$ cat src/rtl/isa_pkg.sv
package isa_pkg;

    // ------------------------------------------------------------
    // Program counter
    // ------------------------------------------------------------

    // Word-aligned fetch address, byte offset bits dropped
    localparam int PC_MSB = 31;
    localparam int PC_LSB = 2;

    // Bits 31 down to 2, 30 bits in all
    typedef logic [PC_MSB:PC_LSB] pc_t;

    // ------------------------------------------------------------
    // Branch classification
    // ------------------------------------------------------------

    // Encoding shared by decode, BTB and resolve stage
    // PC-relative doubles as the fallback type on a BTB miss
    typedef enum logic [1:0] {
        // Conditional or direct jump, target from PC plus offset
        BR_PC_RELATIVE = 2'b00,
        // Register-indirect jump
        BR_ABSOLUTE    = 2'b01,
        // Call, pushes the return address
        BR_CALL        = 2'b10,
        // Return, pops the return address
        BR_RETURN      = 2'b11
    } br_type_e;

endpackage : isa_pkg

$ cat src/rtl/btb_pkg.sv
package btb_pkg;

    // ------------------------------------------------------------
    // Geometry
    // ------------------------------------------------------------

    // Instructions per fetch block
    localparam int BLOCK_SIZE = 2;
    // Slot number inside the block
    localparam int CHOICE_W   = $clog2(BLOCK_SIZE);
    // Word bits plus slot bits, everything below the index
    localparam int OFFSET_W   = CHOICE_W + isa_pkg::PC_LSB;
    // Index per bank, PC[8:3]
    localparam int INDEX_W    = 6;
    localparam int BANK_DEPTH = 1 << INDEX_W;
    // Bank select is the PC bit right above the index
    localparam int NUM_BANKS  = 2;
    localparam int BANK_W     = $clog2(NUM_BANKS);
    // Hashed tag, PC[31:17] ^ PC[17:3]
    localparam int TAG_W      = 15;

    typedef logic [INDEX_W-1:0]  index_t;
    typedef logic [TAG_W-1:0]    tag_t;
    typedef logic [BANK_W-1:0]   bank_t;
    typedef logic [CHOICE_W-1:0] choice_t;

    // ------------------------------------------------------------
    // Stored entry and derived address
    // ------------------------------------------------------------

    // 48 bits, valid flag is kept beside the RAM
    typedef struct packed {
        choice_t              choice;
        tag_t                 tag;
        isa_pkg::pc_t         bta;
        isa_pkg::br_type_e    br_type;
    } btb_entry_t;

    // 22 bits, one per PC that enters the BTB
    typedef struct packed {
        bank_t  bank;
        index_t index;
        tag_t   tag;
    } btb_addr_t;

endpackage : btb_pkg

$ cat src/rtl/btb_lookup_gen.sv
`timescale 1ns/1ns

module btb_lookup_gen (
    input  logic               clk,
    input  logic               rst_n,
    input  isa_pkg::pc_t       rpc_i,
    input  isa_pkg::pc_t       wpc_i,
    output btb_pkg::btb_addr_t rd_addr_o,
    output btb_pkg::btb_addr_t wr_addr_o,
    output btb_pkg::btb_addr_t pre_addr_o,
    output isa_pkg::pc_t       pre_pc_o
);

    // ------------------------------------------------------------
    // Hash and field slicing
    // ------------------------------------------------------------

    // Fold upper PC bits onto the bits right above the block offset
    // Upper half PC[31:17], lower half PC[17:3]
    function automatic btb_pkg::tag_t hash_tag(isa_pkg::pc_t pc);
        return pc[isa_pkg::PC_MSB -: btb_pkg::TAG_W]
             ^ pc[btb_pkg::OFFSET_W +: btb_pkg::TAG_W];
    endfunction

    // Bank PC[9], index PC[8:3], slot and word bits dropped
    function automatic btb_pkg::btb_addr_t split_pc(isa_pkg::pc_t pc);
        btb_pkg::btb_addr_t addr;
        addr.bank  = pc[btb_pkg::OFFSET_W + btb_pkg::INDEX_W +: btb_pkg::BANK_W];
        addr.index = pc[btb_pkg::OFFSET_W +: btb_pkg::INDEX_W];
        addr.tag   = hash_tag(pc);
        return addr;
    endfunction

    // ------------------------------------------------------------
    // Read and write side, same cycle
    // ------------------------------------------------------------

    // Read address goes straight to the RAMs
    assign rd_addr_o = split_pc(rpc_i);
    // Write address for the resolve-stage update
    assign wr_addr_o = split_pc(wpc_i);

    // ------------------------------------------------------------
    // Delayed read PC
    // ------------------------------------------------------------

    isa_pkg::pc_t pre_pc_q;

    // Lines up with the registered RAM output
    always_ff @(posedge clk) begin
        if (!rst_n) begin
            pre_pc_q <= '0;
        end else begin
            pre_pc_q <= rpc_i;
        end
    end

    // Fields re-derived for the tag compare and bank pick
    assign pre_addr_o = split_pc(pre_pc_q);
    assign pre_pc_o   = pre_pc_q;

endmodule : btb_lookup_gen

$ cat config.mk
export PLATFORM = sky130hd
export DESIGN_NAME = btb_lookup_gen
export DESIGN_NICKNAME = d
export VERILOG_FILES = /design/src/rtl/isa_pkg.sv /design/src/rtl/btb_pkg.sv /design/src/rtl/btb_lookup_gen.sv
export SDC_FILE = /design/constraint.sdc
export NUM_CORES = 1
export LEC_CHECK = 0
export BUFFER_PORTS_ARGS = -buffer_cell sky130_fd_sc_hd__buf_2
export CORE_UTILIZATION = 36
export CTS_CLUSTER_DIAMETER = 150
export DETAILED_ROUTE_END_ITERATION = 6
export GPL_ROUTABILITY_DRIVEN = 0
export PLACE_DENSITY_LB_ADDON = 0.15
export REMOVE_ABC_BUFFERS = 1
export SLEW_MARGIN = 10
export SYNTH_ARGS = -nofsm -noshare
export SYNTH_HDL_FRONTEND = slang
export SYNTH_SLANG_ARGS = --single-unit
export TNS_END_PERCENT = 20
$ cat constraint.sdc
create_clock -name clk -period 0.8 [get_ports clk]
set_input_delay 0.04 -clock clk [delete_from_list [all_inputs] [get_ports clk]]
set_output_delay 0.04 -clock clk [all_outputs]
set_load 0.01 [all_outputs]
==> impl_metrics.json <==
{
  "cts_tree": "built",
  "synth_async_sr_flop_share_pct": 0,
  "area_delta_synth_final_pct": 76.1,
  "cp_slowest_stage_delay_ns": 0.34,
  "synthAdderAreaFrac_pct": 0,
  "routed_wl_um": 3300,
  "grt_pass1_wl_um": 5030,
  "nFillCells": 322,
  "synth.distinct_cells": 6,
  "status": "finished, violations left",
  "grtUsageTotal_pct": 16.3,
  "synth_top_cell_area_share_pct": 43.2,
  "worst_pin_slew_ns": 0.375,
  "cts_root_buffer": "clkbuf_8",
  "synth_edf_count": 0,
  "ioPinCount": 158,
  "placementRows": 22,
  "path_class": "reg -> out",
  "synthMuxAreaShare_pct": 0,
  "synth.cell_area_um2": 1390,
  "max_cap_violations": 0,
  "ys_ff_latch": 30,
  "fin_crit_sh_pct": 119,
  "setup_ws_ns": -0.151,
  "largest_register_ffs": 30,
  "synth_compound_area_share_pct": 0,
  "synth.most_common_cell": "xor2_1",
  "ys_seq_area_share_pct": 43.2,
  "ant_nets": 0,
  "grt_max_degree": 31,
  "start_util_pct": 37.7,
  "grt_overflow_total": 0,
  "place_inst": 309,
  "wire_per_inst_um": 9.89,
  "hold_path.class": "in -> reg",
  "maxSlewViolCount": 0,
  "endpoint_kind": "output port",
  "finalNetCount": 347,
  "synth-xor-area-share_pct": 28.4,
  "htree_levels": 2,
  "dr.first_iter.drc_count": 16,
  "rsz0062_at_grt": "yes",
  "dpl.hpwl_um": 2570,
  "yosys_warnings": 0,
  "power.total_mw": 3.93,
  "syn_inst": 129,
  "antenna_found_initial": 0,
  "die_w_um": 64.1,
  "cp_cell_sequence": "xor2_1 -> buf_2",
  "synth_top_family_by_area": "XOR/XNOR gates",
  "arrival_ns": 0.91,
  "cp.required_ns": 0.76,
  "synthTopCellsByCount": "xor2_1 (45), dfxtp_1 (30), and2_2 (27), buf_4 (21)",
  "n_antenna_cell": 0,
  "grt_pass1_vias": 1206,
  "p_per_area_nw_per_um2": 1610,
  "drive_gt1_share_pct": 78.0,
  "hold_viol": 0,
  "drc": 0,
  "port_buffers": 156,
  "violations": "setup timing",
  "path_clk_slew_ns": 0.06,
  "avgViaCountPerCell": 4.13,
  "dieArea_um2": 4110,
  "ys_top_cells_by_area": "dfxtp_1 (43%), xor2_1 (28%), and2_2 (15%)",
  "max_slew_margin_pct": 75.0,
  "instances_no_fill": 334,
  "yosysTopAreaCell": "dfxtp_1",
  "crit_fanout": 3,
  "setup_violations": 22,
  "peakVddDrop_mv": 0.743,
  "cp-start-kind": "flip-flop",
  "synth_top_flop_cell": "dfxtp_1",
  "p_leak_nw": 1.38,
  "clockBufferDepth": 2,
  "drt-pass1-iter-count": 3,
  "timing.fmax_mhz": 1050,
  "cts_buffers": 5,
  "via_count": 1379,
  "die_y_um": 64.1,
  "slowest_stage": "dfxtp_2",
  "synth_area_per_cell_um2": 10.8,
  "cts_num_sinks": 30,
  "synthSimpleGateAreaFrac_pct": 15.9,
  "core_um2": 3690,
  "period_minus_slack_ns": 0.951
}
-- power breakdown --
part / internal [mW] / leakage (nW) / switching, mW
Combinational: 0.586 / 1.07 / 0.501
Sequential: 1.59 / 0.258 / 0.0579
Clock: 0.691 / 0.0482 / 0.497
-- kinds of logic after synthesis --
| group | after synthesis |
|---|---|
| xor+xnor | 45 |
| buf+inv | 24 |
| flops | 30 |
| simple gates | 30 |
-- worst paths after layout --
check,endpoint,startpoint,cells past startpoint
worst max-delay path,pre_addr_o[3],pre_pc_o[4]$_SDFF_PN0_,2
worst min-delay path,pre_pc_o[18]$_SDFF_PN0_,rpc_i[18],2
-- layout make-up --
cell class,instances,area [µm²],share of cell area (%)
repair buffers,173,1040,42.6
well taps,48,60.1,2.46
clock buffers,7,86.3,3.53
clock inverters,1,5.00,0.205
flip-flops and latches,30,637,26.0
multi-input cells,75,616,25.2
-- layer usage --
| metal | wire (µm) | vias up | track usage [%] |
|---|---|---|---|
| li1 | - | 676 | - |
| met1 | 1040 | 609 | 14.3 |
| met2 | 1820 | 92 | 30.6 |
| met3 | 414 | 2 | 8.04 |
| met4 | 27 | 0 | 7.50 |
| met5 | 0 | - | 0 |
-- critical path, delay by kind of cell, from the launching register on --
family	cells	cell delay [ns]
flip-flops	1	0.34
buffers and inverters	1	0.16
XOR/XNOR	1	0.15
-- per-stage QoR --
| stage | setup TNS [ns] | worst slack (ns) | utilization, % | area, µm² | hold slack [ns] |
|---|---|---|---|---|---|
| 6_report | -2.38 | -0.151 | 66.3 | 2450 | 0.0125 |
| 5_1_grt | -3.85 | -0.229 | 66.3 | 2450 | 0.000480 |
| 4_1_cts | -2.47 | -0.153 | 63.4 | 2340 | 0.0000723 |
| 3_5_place_dp | 0 | 0.102 | 55.8 | 2060 | 0.253 |
| 3_3_place_gp | 0 | 0.117 | 55.8 | 2060 | 0.251 |
| 2_1_floorplan | 0 | 0.0717 | - | 1220 | 0.0800 |
-- timing repair --
action                                  4_1_cts  5_1_grt
hold buffers                                  9        4
endpoints found under the setup margin       39       46
gates cloned                                  0        0
pin swaps                                     4        7
gates resized for setup                      35       12
hold endpoints to repair                      9        4
buffers inserted                              3        1
-- cell usage in the layout (no fill, tap or decap) --
cell / count
buf_6: 17
dfxtp_2: 29
buf_4: 2
and2_2: 27
clkinv_2: 1
xor2_1: 45
dfxtp_1: 1
clkbuf_8: 6
dlygate4sd3_1: 13
and2_1: 3
clkbuf_1: 1
buf_2: 141
No activity file was read; power rests on OpenSTA's default activity.
