`src/rtl/isa_pkg.sv`:
```
package isa_pkg;

    // ------------------------------------------------------------
    // Program counter
    // ------------------------------------------------------------

    // Word-aligned fetch address, byte offset bits dropped
    localparam int PC_MSB = 31;
    localparam int PC_LSB = 2;

    // Bits 31 down to 2, 30 bits in all
    typedef logic [PC_MSB:PC_LSB] pc_t;

    // ------------------------------------------------------------
    // Branch classification
    // ------------------------------------------------------------

    // Encoding shared by decode, BTB and resolve stage
    // PC-relative doubles as the fallback type on a BTB miss
    typedef enum logic [1:0] {
        // Conditional or direct jump, target from PC plus offset
        BR_PC_RELATIVE = 2'b00,
        // Register-indirect jump
        BR_ABSOLUTE    = 2'b01,
        // Call, pushes the return address
        BR_CALL        = 2'b10,
        // Return, pops the return address
        BR_RETURN      = 2'b11
    } br_type_e;

endpackage : isa_pkg

```
`src/rtl/btb_pkg.sv`:
```
package btb_pkg;

    // ------------------------------------------------------------
    // Geometry
    // ------------------------------------------------------------

    // Instructions per fetch block
    localparam int BLOCK_SIZE = 2;
    // Slot number inside the block
    localparam int CHOICE_W   = $clog2(BLOCK_SIZE);
    // Word bits plus slot bits, everything below the index
    localparam int OFFSET_W   = CHOICE_W + isa_pkg::PC_LSB;
    // Index per bank, PC[8:3]
    localparam int INDEX_W    = 6;
    localparam int BANK_DEPTH = 1 << INDEX_W;
    // Bank select is the PC bit right above the index
    localparam int NUM_BANKS  = 2;
    localparam int BANK_W     = $clog2(NUM_BANKS);
    // Hashed tag, PC[31:17] ^ PC[17:3]
    localparam int TAG_W      = 15;

    typedef logic [INDEX_W-1:0]  index_t;
    typedef logic [TAG_W-1:0]    tag_t;
    typedef logic [BANK_W-1:0]   bank_t;
    typedef logic [CHOICE_W-1:0] choice_t;

    // ------------------------------------------------------------
    // Stored entry and derived address
    // ------------------------------------------------------------

    // 48 bits, valid flag is kept beside the RAM
    typedef struct packed {
        choice_t              choice;
        tag_t                 tag;
        isa_pkg::pc_t         bta;
        isa_pkg::br_type_e    br_type;
    } btb_entry_t;

    // 22 bits, one per PC that enters the BTB
    typedef struct packed {
        bank_t  bank;
        index_t index;
        tag_t   tag;
    } btb_addr_t;

endpackage : btb_pkg

```
`src/rtl/btb_bank_select.sv`:
```
`timescale 1ns/1ns

module btb_bank_select (
    input  btb_pkg::btb_entry_t [btb_pkg::NUM_BANKS-1:0] entries_i,
    input  logic [btb_pkg::NUM_BANKS-1:0]                valids_i,
    input  btb_pkg::btb_addr_t                           pre_addr_i,
    input  isa_pkg::pc_t                                 pre_pc_i,
    output logic                                         miss_o,
    output btb_pkg::choice_t                             choice_o,
    output isa_pkg::br_type_e                            br_type_o,
    output isa_pkg::pc_t                                 bta_o
);

    btb_pkg::btb_entry_t                        sel_entry;
    logic                                       sel_valid;
    logic                                       hit;
    logic [isa_pkg::PC_MSB:btb_pkg::OFFSET_W]   next_block;
    isa_pkg::pc_t                               fallback_bta;

    // ------------------------------------------------------------
    // Bank pick and tag compare
    // ------------------------------------------------------------

    // Bank bit of the delayed read PC names the bank
    assign sel_entry = entries_i[pre_addr_i.bank];
    assign sel_valid = valids_i[pre_addr_i.bank];

    // Hit needs a written entry and a matching hashed tag
    assign hit = sel_valid && (sel_entry.tag == pre_addr_i.tag);

    // ------------------------------------------------------------
    // Fallback target
    // ------------------------------------------------------------

    // Block number of the read PC, plus one block
    assign next_block = pre_pc_i[isa_pkg::PC_MSB:btb_pkg::OFFSET_W] + 1'b1;
    // Slot bits zero, start of the next sequential block
    assign fallback_bta = {next_block, {btb_pkg::CHOICE_W{1'b0}}};

    // ------------------------------------------------------------
    // Prediction
    // ------------------------------------------------------------

    assign miss_o    = !hit;
    // Slot 0 on a miss, the whole block falls through
    assign choice_o  = hit ? sel_entry.choice : '0;
    assign br_type_o = hit ? sel_entry.br_type : isa_pkg::BR_PC_RELATIVE;
    assign bta_o     = hit ? sel_entry.bta : fallback_bta;

    // Stored target of a hit was written from a real update
    // Unknown here means RAM data and valid flag went out of step
    always_comb begin
        bta_known_on_hit_a: assert final ($isunknown(hit) || !hit || !$isunknown(bta_o))
            else $error("btb_bank_select: hit with unknown target");
    end

endmodule : btb_bank_select

```
`config.mk`:
```
export PLATFORM = sky130hd
export DESIGN_NAME = btb_bank_select
export DESIGN_NICKNAME = d
export VERILOG_FILES = /design/src/rtl/isa_pkg.sv /design/src/rtl/btb_pkg.sv /design/src/rtl/btb_bank_select.sv
export SDC_FILE = /design/constraint.sdc
export NUM_CORES = 1
export LEC_CHECK = 0
export BUFFER_PORTS_ARGS = -buffer_cell sky130_fd_sc_hd__buf_2
export CAP_MARGIN = 20
export CORE_MARGIN = 3
export CORE_UTILIZATION = 32
export DETAILED_ROUTE_END_ITERATION = 12
export PLACE_DENSITY = 0.83
export SYNTH_ARGS = -nofsm -noshare
export SYNTH_HDL_FRONTEND = slang
export SYNTH_SLANG_ARGS = --single-unit
```
`constraint.sdc`:
```
create_clock -name vclk -period 2
set_input_delay 0.3 -clock vclk [all_inputs]
set_output_delay 0.3 -clock vclk [all_outputs]
set_load 0.02 [all_outputs]
```
==> metrics.log, run 1 <==
INFO  metric post_synth_inst_count = 196
INFO  metric wl_per_cell = 14.8 um
INFO  metric floorplan.die.height = 76.9 um
INFO  metric hold_path_startpoint = entries_i[2]
INFO  metric final-seq-area = 0 um^2
INFO  metric final-max-slew-violation-count = 0
INFO  metric worst-endpoint-required = 1.70 ns
INFO  metric synthesis.yosys.warnings = 0
INFO  metric syn-mean-instance-area = 8.22 um^2
INFO  metric drive_gt1_share = 63.3%
INFO  metric timing.fmax = 383 MHz
INFO  metric setup.worst_path.start = pre_addr_i[21]
INFO  metric place.port_buffers = 177
INFO  metric chipWidth = 76.9 um
INFO  metric final_hold_viol_count = 0
INFO  metric cp_cell_sequence = buf_8 > buf_12 > buf_12 > mux2i_4 > xnor2_2 > nor4_4 > and4_4 > buf_6 > buf_12 > mux2i_4 > buf_6
INFO  metric die-area = 0.00592 mm^2
INFO  metric grt_antenna_before_repair = 0
INFO  metric drv_cap = 0
INFO  metric synth_nets = 347
INFO  metric finish.net_count = 559
INFO  metric vdd_ir_drop_max = 0.171 mV
INFO  metric drc_errors_left = 0
INFO  metric grt_pass1_vias = 2340
INFO  metric drt-total-wl = 6990 um
INFO  metric final_cell_area = 0.00338 mm^2
INFO  metric postCtsHoldBufs = 0
INFO  metric power.share.sequential = 0%
INFO  metric cell_pwr_density = 186 mW/mm^2
INFO  metric worst-path-max-fanout = 6
INFO  metric violations = negative setup slack
INFO  metric postRouteAntennaNets = 0
INFO  metric yosysMostFrequentCell = mux2i_1
INFO  metric grt_usage = 21.4%
INFO  metric hpwl = 5370 um
INFO  metric setup-tns-final = -17.31 ns
INFO  metric layout_setup_ws = -0.610 ns
INFO  metric synth.cell_area = 0.00161 mm^2
INFO  metric maxSlewHeadroom = 78.2%
INFO  metric rsz_0062_raised_after_global_routing = true
INFO  metric via_count = 2332
INFO  metric grt_start_max_net_pins = 19
INFO  metric i_o_pins = 184
INFO  metric floorplan.initialDensity = 33.6%
INFO  metric result_of_the_run = complete, but fails checks
INFO  metric synth_top_area_share = 46.0%
INFO  metric cp_slowest_stage_delay = 0.34 ns
INFO  metric detailedRoute.firstIterationViolations = 47
INFO  metric fillCellCount = 379
INFO  metric synth_top_cells_by_area = mux2i_1 46%, xor2_1 12%, xnor2_1 11%
INFO  metric grt_overflow = 0
INFO  metric worstMarginPinSlew = 0.324 ns
INFO  metric drt_pass1_iterations = 4
INFO  metric worst_path_most_repeated_cell = buf_12
INFO  metric netlist_top_cells_count = 74 x mux2i_1, 22 x xor2_1, 21 x xnor2_1
INFO  metric final.hold.worst_slack = 0.988 ns
INFO  metric synth.yosys.seq_area_share = 0%
INFO  metric n_sequential_cell = 0
INFO  metric clock_power_share = 0%
INFO  metric internal_power = 0.000346 W
INFO  metric wire_length_of_the_first_global_routing_pass = 10700 um
INFO  metric core_region_area = 0.00479 mm^2
INFO  metric power.total = 0.000629 W
INFO  metric hold_path.class = in2out
INFO  metric areaGrowthSynthToFinish = 110%
INFO  metric preCtsSetupSlack = -0.669 ns
INFO  metric antenna-diode-count = 0
INFO  metric leakagePower = 1.62 nW
INFO  metric placed_cell_area = 0.00291 mm^2
INFO  metric worst_setup_path_start_kind = primary input
INFO  metric ys_types = 24
INFO  metric finalSetupViolations = 34
INFO  metric period_minus_slack = 2.61 ns
INFO  metric power.share.combinational = 100.0%
INFO  metric endpoint_kind = output pin
INFO  metric signal_arrival_time_at_the_worst_endpoint = 2.31 ns
INFO  metric cpMaxStageDelayCell = and4_4
INFO  metric synth_area_leader_cell = mux2i_1
INFO  metric switch_pwr = 0.000283 W
INFO  metric swShare = 45.0%
INFO  metric finalWeightedCongestion = 0.751
INFO  metric criticalPathCategory = in2out
INFO  metric total_number_of_placement_rows = 25
INFO  metric finalCritPeriodShare = 131%
INFO  metric route.detailed.vias_per_inst = 4.93
INFO  metric layout.clock_buffers = 0
[final timing paths]
kind | to | slack (ns) | depth (start not counted)
max | bta_o[19] | -0.61 | 11
min | bta_o[0] | 0.99 | 4
[power groups by stage]
stage / sequential, W / combinational (W) / clock [W]
2_1_floorplan: 0 / 0.000279 / 0
3_3_place_gp: 0 / 0.000520 / 0
3_5_place_dp: 0 / 0.000534 / 0
4_1_cts: 0 / 0.000600 / 0
5_1_grt: 0 / 0.000675 / 0
6_report: 0 / 0.000629 / 0
[logic make-up (layout without fill, tap and decap cells)]
family                     after synthesis  after routing  share of synthesized area (%)
and+or+nand+nor                         61             61                           21.1
buffers and inverters                   14            224                           6.76
AOI/OAI and AO/OA                        1              1                          0.544
xor gates and xnor gates                43             43                           23.4
adders and majority gates                1              1                          0.777
muxes                                   76             76                           47.4
[layer usage]
layer	track usage, %	share of wire (%)
met1	21.6	34
met2	46.0	57
met3	3.29	7.6
met4	1.99	1.3
met5	0	0
[per-stage QoR]
stage               utilization, %  std cells
floorplan                        -        196
global placement              60.8        455
detailed placement            60.8        455
CTS                           70.1        472
global route                  70.6        473
finish                        70.6        473
[placed cells by master (no fill, tap or decap), drive strengths merged]
cell type and count:
and2 3, xor2 22, nand2 7, mux2 2
nand4 11, mux2i 74, buf 223, nand3 11
inv 1, xnor2 21, nor2b 1, nor2 8
nor4 7, and4 3, ha 1, nor3 3
and3 7, a32oi 1
[worst max-delay path: cells and delay by family]
family                    cells  cell delay, ns
buffers and inverters         6            0.77
xor gates and xnor gates      1            0.15
muxes                         2            0.42
and+or+nand+nor               2            0.66
[what timing repair did]
action                                  in CTS  in global routing
resized for setup                           73                 12
cloned                                       3                  0
pin swaps                                   11                  6
endpoints found under the setup margin      34                 34
buffers inserted                            19                  7
[layout make-up]
type / count / area, um^2 / area share, %
Tap cell: 67 / 83.8 / 2.48
Multi-Input combinational cell: 182 / 1770 / 52.3
Timing Repair Buffer: 223 / 1530 / 45.1
Inverter: 1 / 3.75 / 0.111
(Power assumes the default switching activity.)
==> run 2, diff against run 1 <==
--- a/config.mk
+++ b/config.mk
@@ -7,10 +7,10 @@
 export LEC_CHECK = 0
 export BUFFER_PORTS_ARGS = -buffer_cell sky130_fd_sc_hd__buf_2
 export CAP_MARGIN = 20
-export CORE_MARGIN = 3
-export CORE_UTILIZATION = 32
+export CORE_AREA = 3 3 71 73
 export DETAILED_ROUTE_END_ITERATION = 12
-export PLACE_DENSITY = 0.83
+export DIE_AREA = 0 0 74 76
+export PLACE_DENSITY = 0.87
 export SYNTH_ARGS = -nofsm -noshare
 export SYNTH_HDL_FRONTEND = slang
 export SYNTH_SLANG_ARGS = --single-unit
==> constraint.sdc (replaced) <==
create_clock -name vclk -period 3.14
set_input_delay 0.471 -clock vclk [all_inputs]
set_output_delay 0.471 -clock vclk [all_outputs]
set_load 0.02 [all_outputs]
==> run 2 against run 1 <==
Net effect:
- the flow now finishes without violations
- flip-flop and latch count did not move
- count of clock-buffer cells in the layout did not move
- critical path depth fell by 3
- via count fell by 9.5%
- critical path type unchanged
==> metrics.log, run 2 (same netlist as run 1, synthesis figures left out) <==
INFO  metric grt_overflow = 0 (unchanged)
INFO  metric floorplan.initialDensity = 36.5% (+2.8 points)
INFO  metric worst-path-max-fanout = 17 (+11)
INFO  metric vdd_ir_drop_max = 0.0498 mV (-71%)
INFO  metric drive_gt1_share = 51.2% (-12 points)
INFO  metric post_layout_nonfiller_instances = 419 (-11%)
INFO  metric finalSetupViolations = 0 (-100%)
INFO  metric core_region_area = 0.00441 mm^2 (-7.8%)
INFO  metric chipWidth = 74 um (-3.8%)
INFO  metric die-area = 0.00562 mm^2 (-5.0%)
INFO  metric postCtsHoldBufs = 0 (unchanged)
INFO  metric timing.fmax = 337 MHz
INFO  metric grt_start_max_net_pins = 23 (+4)
INFO  metric criticalPathCategory = in2out
INFO  metric grt_antenna_before_repair = 0 (unchanged)
INFO  metric layout_setup_ws = 0.176 ns (+0.786 ns)
INFO  metric floorplan.die.height = 76 um (-1.2%)
INFO  metric layout.cells.most_common = buf_2
INFO  metric finalWeightedCongestion = 0.780 (+3.9%)
INFO  metric antenna-diode-count = 0 (unchanged)
INFO  metric setup-tns-final = 0 ns (+17.31 ns)
INFO  metric via_count = 2110 (-9.5%)
INFO  metric worstMarginPinSlew = 0.357 ns (+0.0327 ns)
INFO  metric wl_per_cell = 14.2 um (-3.6%)
INFO  metric total_number_of_placement_rows = 24 (-4.0%)
INFO  metric period_minus_slack = 2.96 ns
INFO  metric cell_pwr_density = 116 mW/mm^2 (-38%)
INFO  metric endpoint_kind = output pin
INFO  metric detailedRoute.firstIterationViolations = 22 (-53%)
INFO  metric min_delay_path_depth = 4 (unchanged)
INFO  metric finish.net_count = 520 (-7.0%)
INFO  metric use_met1 = 19.3% (-2.3 points)
INFO  metric fillCellCount = 405 (+6.9%)
INFO  metric wire_length_of_the_first_global_routing_pass = 8940 um (-16%)
INFO  metric most-common-layout-cells = 176 x buf_2, 74 x mux2i_1, 22 x xor2_1, 21 x xnor2_1
INFO  metric rsz_0062_raised_after_global_routing = false
INFO  metric maxSlewHeadroom = 76.2% (-2.0 points)
INFO  metric finalCritPeriodShare = 94.4%
INFO  metric leakagePower = 1.27 nW (-21%)
INFO  metric result_of_the_run = completed
INFO  metric preCtsSetupSlack = 0.0262 ns (+0.695 ns)
INFO  metric hold_end = br_type_o[0]
INFO  metric i_o_pins = 184 (unchanged)
INFO  metric final-seq-area = 0 um^2 (unchanged)
INFO  metric power.total = 0.000294 W (-53%)
INFO  metric hold_path_startpoint = entries_i[0]
INFO  metric groute.layer.met2.usage = 40.0% (-6.0 points)
INFO  metric final-max-slew-violation-count = 0 (unchanged)
INFO  metric worst_setup_path_start_kind = primary input
INFO  metric route.detailed.vias_per_inst = 5.04 (+2.1%)
INFO  metric hold_path.class = in2out
INFO  metric gr-max-usage-layer = met2
INFO  metric grt.met3_usage = 1.98% (-1.3 points)
INFO  metric place_inst = 419 (-7.9%)
INFO  metric drc_errors_left = 0 (unchanged)
INFO  metric drt-total-wl = 5970 um (-15%)
INFO  metric worst-endpoint-required = 2.67 ns (+0.97 ns)
INFO  metric n_sequential_cell = 0 (unchanged)
INFO  metric hpwl = 5360 um (-0.19%)
INFO  metric drt_pass1_iterations = 3 (-1)
INFO  metric drv_cap = 0 (unchanged)
INFO  metric layout.clock_buffers = 0 (unchanged)
INFO  metric grt_pass1_vias = 2081 (-11%)
INFO  metric signal_arrival_time_at_the_worst_endpoint = 2.49 ns (+0.18 ns)
INFO  metric areaGrowthSynthToFinish = 57.2%
INFO  metric place.port_buffers = 177 (unchanged)
INFO  metric postRouteAntennaNets = 0 (unchanged)
INFO  metric final.hold.worst_slack = 1.30 ns (+0.316 ns)
INFO  metric grt_usage = 19.0% (-2.4 points)
INFO  metric final_hold_viol_count = 0 (unchanged)
==> run 2: timing repair <==
action,CTS,global route
gates resized for setup,0,1
endpoints found under the setup margin,0,11
buffers inserted,0,0
==> run 2: worst max path at each step <==
stage                         startpoint   endpoint  slack [ns]
after floorplan           pre_addr_i[21]  bta_o[19]        0.39
after global placement    pre_addr_i[21]   bta_o[2]        0.08
after detailed placement  pre_addr_i[21]   bta_o[2]        0.03
after CTS                 pre_addr_i[21]   bta_o[2]        0.03
after global routing      pre_addr_i[21]   bta_o[2]        0.02
final                     pre_addr_i[21]   bta_o[2]        0.18
==> run 2: power breakdown <==
part,internal [W],switching (W),leakage (nW)
Combinational,0.000150,0.000144,1.27
Sequential,0,0,0
Clock,0,0,0
==> run 2: critical path, stage by stage <==
cell and delay, ns:
clkbuf_4 0.28, mux2i_1 0.25, xnor2_1 0.10, nor4_2 0.34
and4_2 0.33, buf_4 0.22, mux2_1 0.33, buf_2 0.16
==> run 2: final cells by class <==
class,instances,area (um^2),share of cell area (%)
inverter,1,3.75,0.148
tap,52,65.1,2.57
timing repair buffer,184,953,37.7
multi-input combinational,182,1510,59.6
==> run 2: metal layers <==
metal	vias up	routed length [um]
met4	0	53
met1	946	2000
li1	1065	-
met3	6	506
met2	93	3410
met5	-	0
==> run 2: through the flow <==
| stage | cell area, um^2 | utilization, % |
|---|---|---|
| CTS | 2530 | 57.3 |
| finish | 2530 | 57.3 |
| global placement | 2530 | 57.3 |
| global route | 2530 | 57.3 |
| floorplan | 1610 | - |
| detailed placement | 2530 | 57.3 |
==> run 3, diff against run 2 <==
--- a/config.mk
+++ b/config.mk
@@ -7,10 +7,12 @@
 export LEC_CHECK = 0
 export BUFFER_PORTS_ARGS = -buffer_cell sky130_fd_sc_hd__buf_2
 export CAP_MARGIN = 20
-export CORE_AREA = 3 3 71 73
+export CELL_PAD_IN_SITES_DETAIL_PLACEMENT = 2
+export CELL_PAD_IN_SITES_GLOBAL_PLACEMENT = 2
+export CORE_MARGIN = 3
+export CORE_UTILIZATION = 16
 export DETAILED_ROUTE_END_ITERATION = 12
-export DIE_AREA = 0 0 74 76
-export PLACE_DENSITY = 0.87
+export PLACE_DENSITY = 0.86
 export SYNTH_ARGS = -nofsm -noshare
 export SYNTH_HDL_FRONTEND = slang
 export SYNTH_SLANG_ARGS = --single-unit
==> constraint.sdc (replaced) <==
create_clock -name vclk -period 2.97
set_input_delay 0.4455 -clock vclk [all_inputs]
set_output_delay 0.4455 -clock vclk [all_outputs]
set_load 0.02 [all_outputs]
==> run 3 against run 2 <==
Net effect:
- via count rose by 5.6%
- worst hold slack got worse by 0.039 ns
- critical path depth grew 1
- total power grew 9.4%
- combinational power up 9.2%
- cell count up 19%
- die area increased by 100%
- setup slack improved by 0.015 ns
==> metrics.log, run 3 (same netlist as run 1, synthesis figures left out) <==
INFO  metric place_inst = 499 (+19%)
INFO  metric worst-path-max-fanout = 15 (-2)
INFO  metric postCtsSetupBuffers = 0 (unchanged)
INFO  metric wire_length_of_the_first_global_routing_pass = 12600 um (+41%)
INFO  metric result_of_the_run = completed
INFO  metric finalSetupViolations = 0 (unchanged)
INFO  metric finalCritPeriodShare = 93.6%
INFO  metric cpMaxStageDelayCell = and4_4
INFO  metric total_number_of_placement_rows = 35 (+46%)
INFO  metric n_sequential_cell = 0 (unchanged)
INFO  metric place.port_buffers = 177 (unchanged)
INFO  metric maxSlewHeadroom = 78.1% (+1.9 points)
INFO  metric timing.fmax = 360 MHz
INFO  metric chipWidth = 106 um (+44%)
INFO  metric hold_path.class = in2out
INFO  metric grt_antenna_before_repair = 0 (unchanged)
INFO  metric detailedRoute.firstIterationViolations = 20 (-9.1%)
INFO  metric most-common-layout-cells = 176 x buf_2, 74 x mux2i_1, 22 x xor2_1, 21 x xnor2_1
INFO  metric drt-total-wl = 8150 um (+37%)
INFO  metric criticalPathCategory = in2out
INFO  metric die-area = 0.0113 mm^2 (+100%)
INFO  metric leakagePower = 1.29 nW (+1.6%)
INFO  metric areaGrowthSynthToFinish = 65.7%
INFO  metric worst_setup_path_start_kind = primary input
INFO  metric grt_overflow = 0 (unchanged)
INFO  metric cp_slowest_stage_delay = 0.35 ns (about the same)
INFO  metric finalWeightedCongestion = 0.701 (-10%)
INFO  metric floorplan.die.height = 106 um (+40%)
INFO  metric endpoint_kind = output pin
INFO  metric via_count = 2229 (+5.6%)
INFO  metric final-seq-area = 0 um^2 (unchanged)
INFO  metric cp_cell_sequence = buf_6 > buf_4 > mux2i_1 > xnor2_1 > nor4_1 > and4_4 > buf_12 > mux2i_1 > buf_2
INFO  metric i_o_pins = 184 (unchanged)
INFO  metric signal_arrival_time_at_the_worst_endpoint = 2.33 ns (-0.16 ns)
INFO  metric worst-endpoint-required = 2.52 ns (-0.15 ns)
INFO  metric hpwl = 7410 um (+38%)
INFO  metric final_hold_viol_count = 0 (unchanged)
INFO  metric vdd_ir_drop_max = 0.0377 mV (-24%)
INFO  metric worst_path_most_repeated_cell = mux2i_1
INFO  metric worstMarginPinSlew = 0.326 ns (-0.0316 ns)
INFO  metric final-max-slew-violation-count = 0 (unchanged)
INFO  metric route.detailed.vias_per_inst = 4.47 (-11%)
INFO  metric rsz_0062_raised_after_global_routing = false
INFO  metric post_layout_nonfiller_instances = 499 (+19%)
INFO  metric drive_gt1_share = 51.6% (+0.40 points)
INFO  metric antenna-diode-count = 0 (unchanged)
INFO  metric setup-tns-final = 0 ns (unchanged)
INFO  metric fillCellCount = 1189 (+190%)
INFO  metric finish.net_count = 523 (+0.58%)
INFO  metric drc_errors_left = 0 (unchanged)
INFO  metric cell_pwr_density = 121 mW/mm^2 (+3.8%)
INFO  metric grt_start_max_net_pins = 19 (-17%)
INFO  metric postRouteAntennaNets = 0 (unchanged)
INFO  metric layout.clock_buffers = 0 (unchanged)
INFO  metric layout.cells.most_common = buf_2
INFO  metric drt_pass1_iterations = 4 (+1)
INFO  metric period_minus_slack = 2.78 ns
INFO  metric grt_usage = 13.4% (-5.6 points)
INFO  metric core_region_area = 0.00950 mm^2 (+120%)
INFO  metric drv_cap = 0 (unchanged)
INFO  metric grt_pass1_vias = 2622 (+26%)
INFO  metric floorplan.initialDensity = 16.9% (-20 points)
INFO  metric wl_per_cell = 16.3 um (+15%)
[run 3: where the power goes]
group	leakage [nW]	total, W	internal (W)	switching (W)
clock network	0	0	0	0
logic	1.29	0.000321	0.000160	0.000161
registers	0	0	0	0
[run 3: critical path: cells and delay by family]
family | cells | cell delay [ns]
simple gates | 2 | 0.62
buf+inv | 4 | 0.70
mux | 2 | 0.43
xor+xnor | 1 | 0.13
[run 3: path summary, 6_finish.rpt]
kind / depth (start not counted) / to / startpoint / slack (ns)
min: 4 / bta_o[0] / entries_i[50] / 1.27
max: 9 / bta_o[20] / pre_addr_i[21] / 0.19
[run 3: layout make-up]
cell class	instances	area [um^2]	share of cell area (%)
inverters	1	3.75	0.141
repair buffers	187	992	37.2
multi-input cells	182	1510	56.6
well taps	129	161	6.05
[run 3: metal layers]
layer | GRT usage (%) | vias to the layer above | wire length [um]
met5 | 0 | - | 0
met3 | 2.67 | 6 | 691
li1 | - | 1069 | -
met1 | 13.0 | 1054 | 2800
met2 | 29.1 | 100 | 4600
met4 | 0.925 | 0 | 57
[run 3: what timing repair did]
item	in CTS	in global routing
cloned	0	0
endpoints found under the setup margin	28	28
resized for setup	1	2
hold buffers	0	0
pin swaps	0	2
[run 3: per-stage QoR]
stage | total power [W] | hold WS [ns] | instance area, um^2 | utilization, % | worst slack (ns)
6_report | 0.000321 | 1.27 | 2670 | 28.1 | 0.191
5_1_grt | 0.000354 | 1.29 | 2670 | 28.1 | 0.0384
4_1_cts | 0.000327 | 1.27 | 2660 | 28.0 | 0.0598
3_5_place_dp | 0.000325 | 1.27 | 2660 | 28.0 | -0.0717
3_3_place_gp | 0.000308 | 1.25 | 2660 | 28.0 | 0.00942
2_1_floorplan | 0.000161 | 1.03 | 1610 | - | 0.270
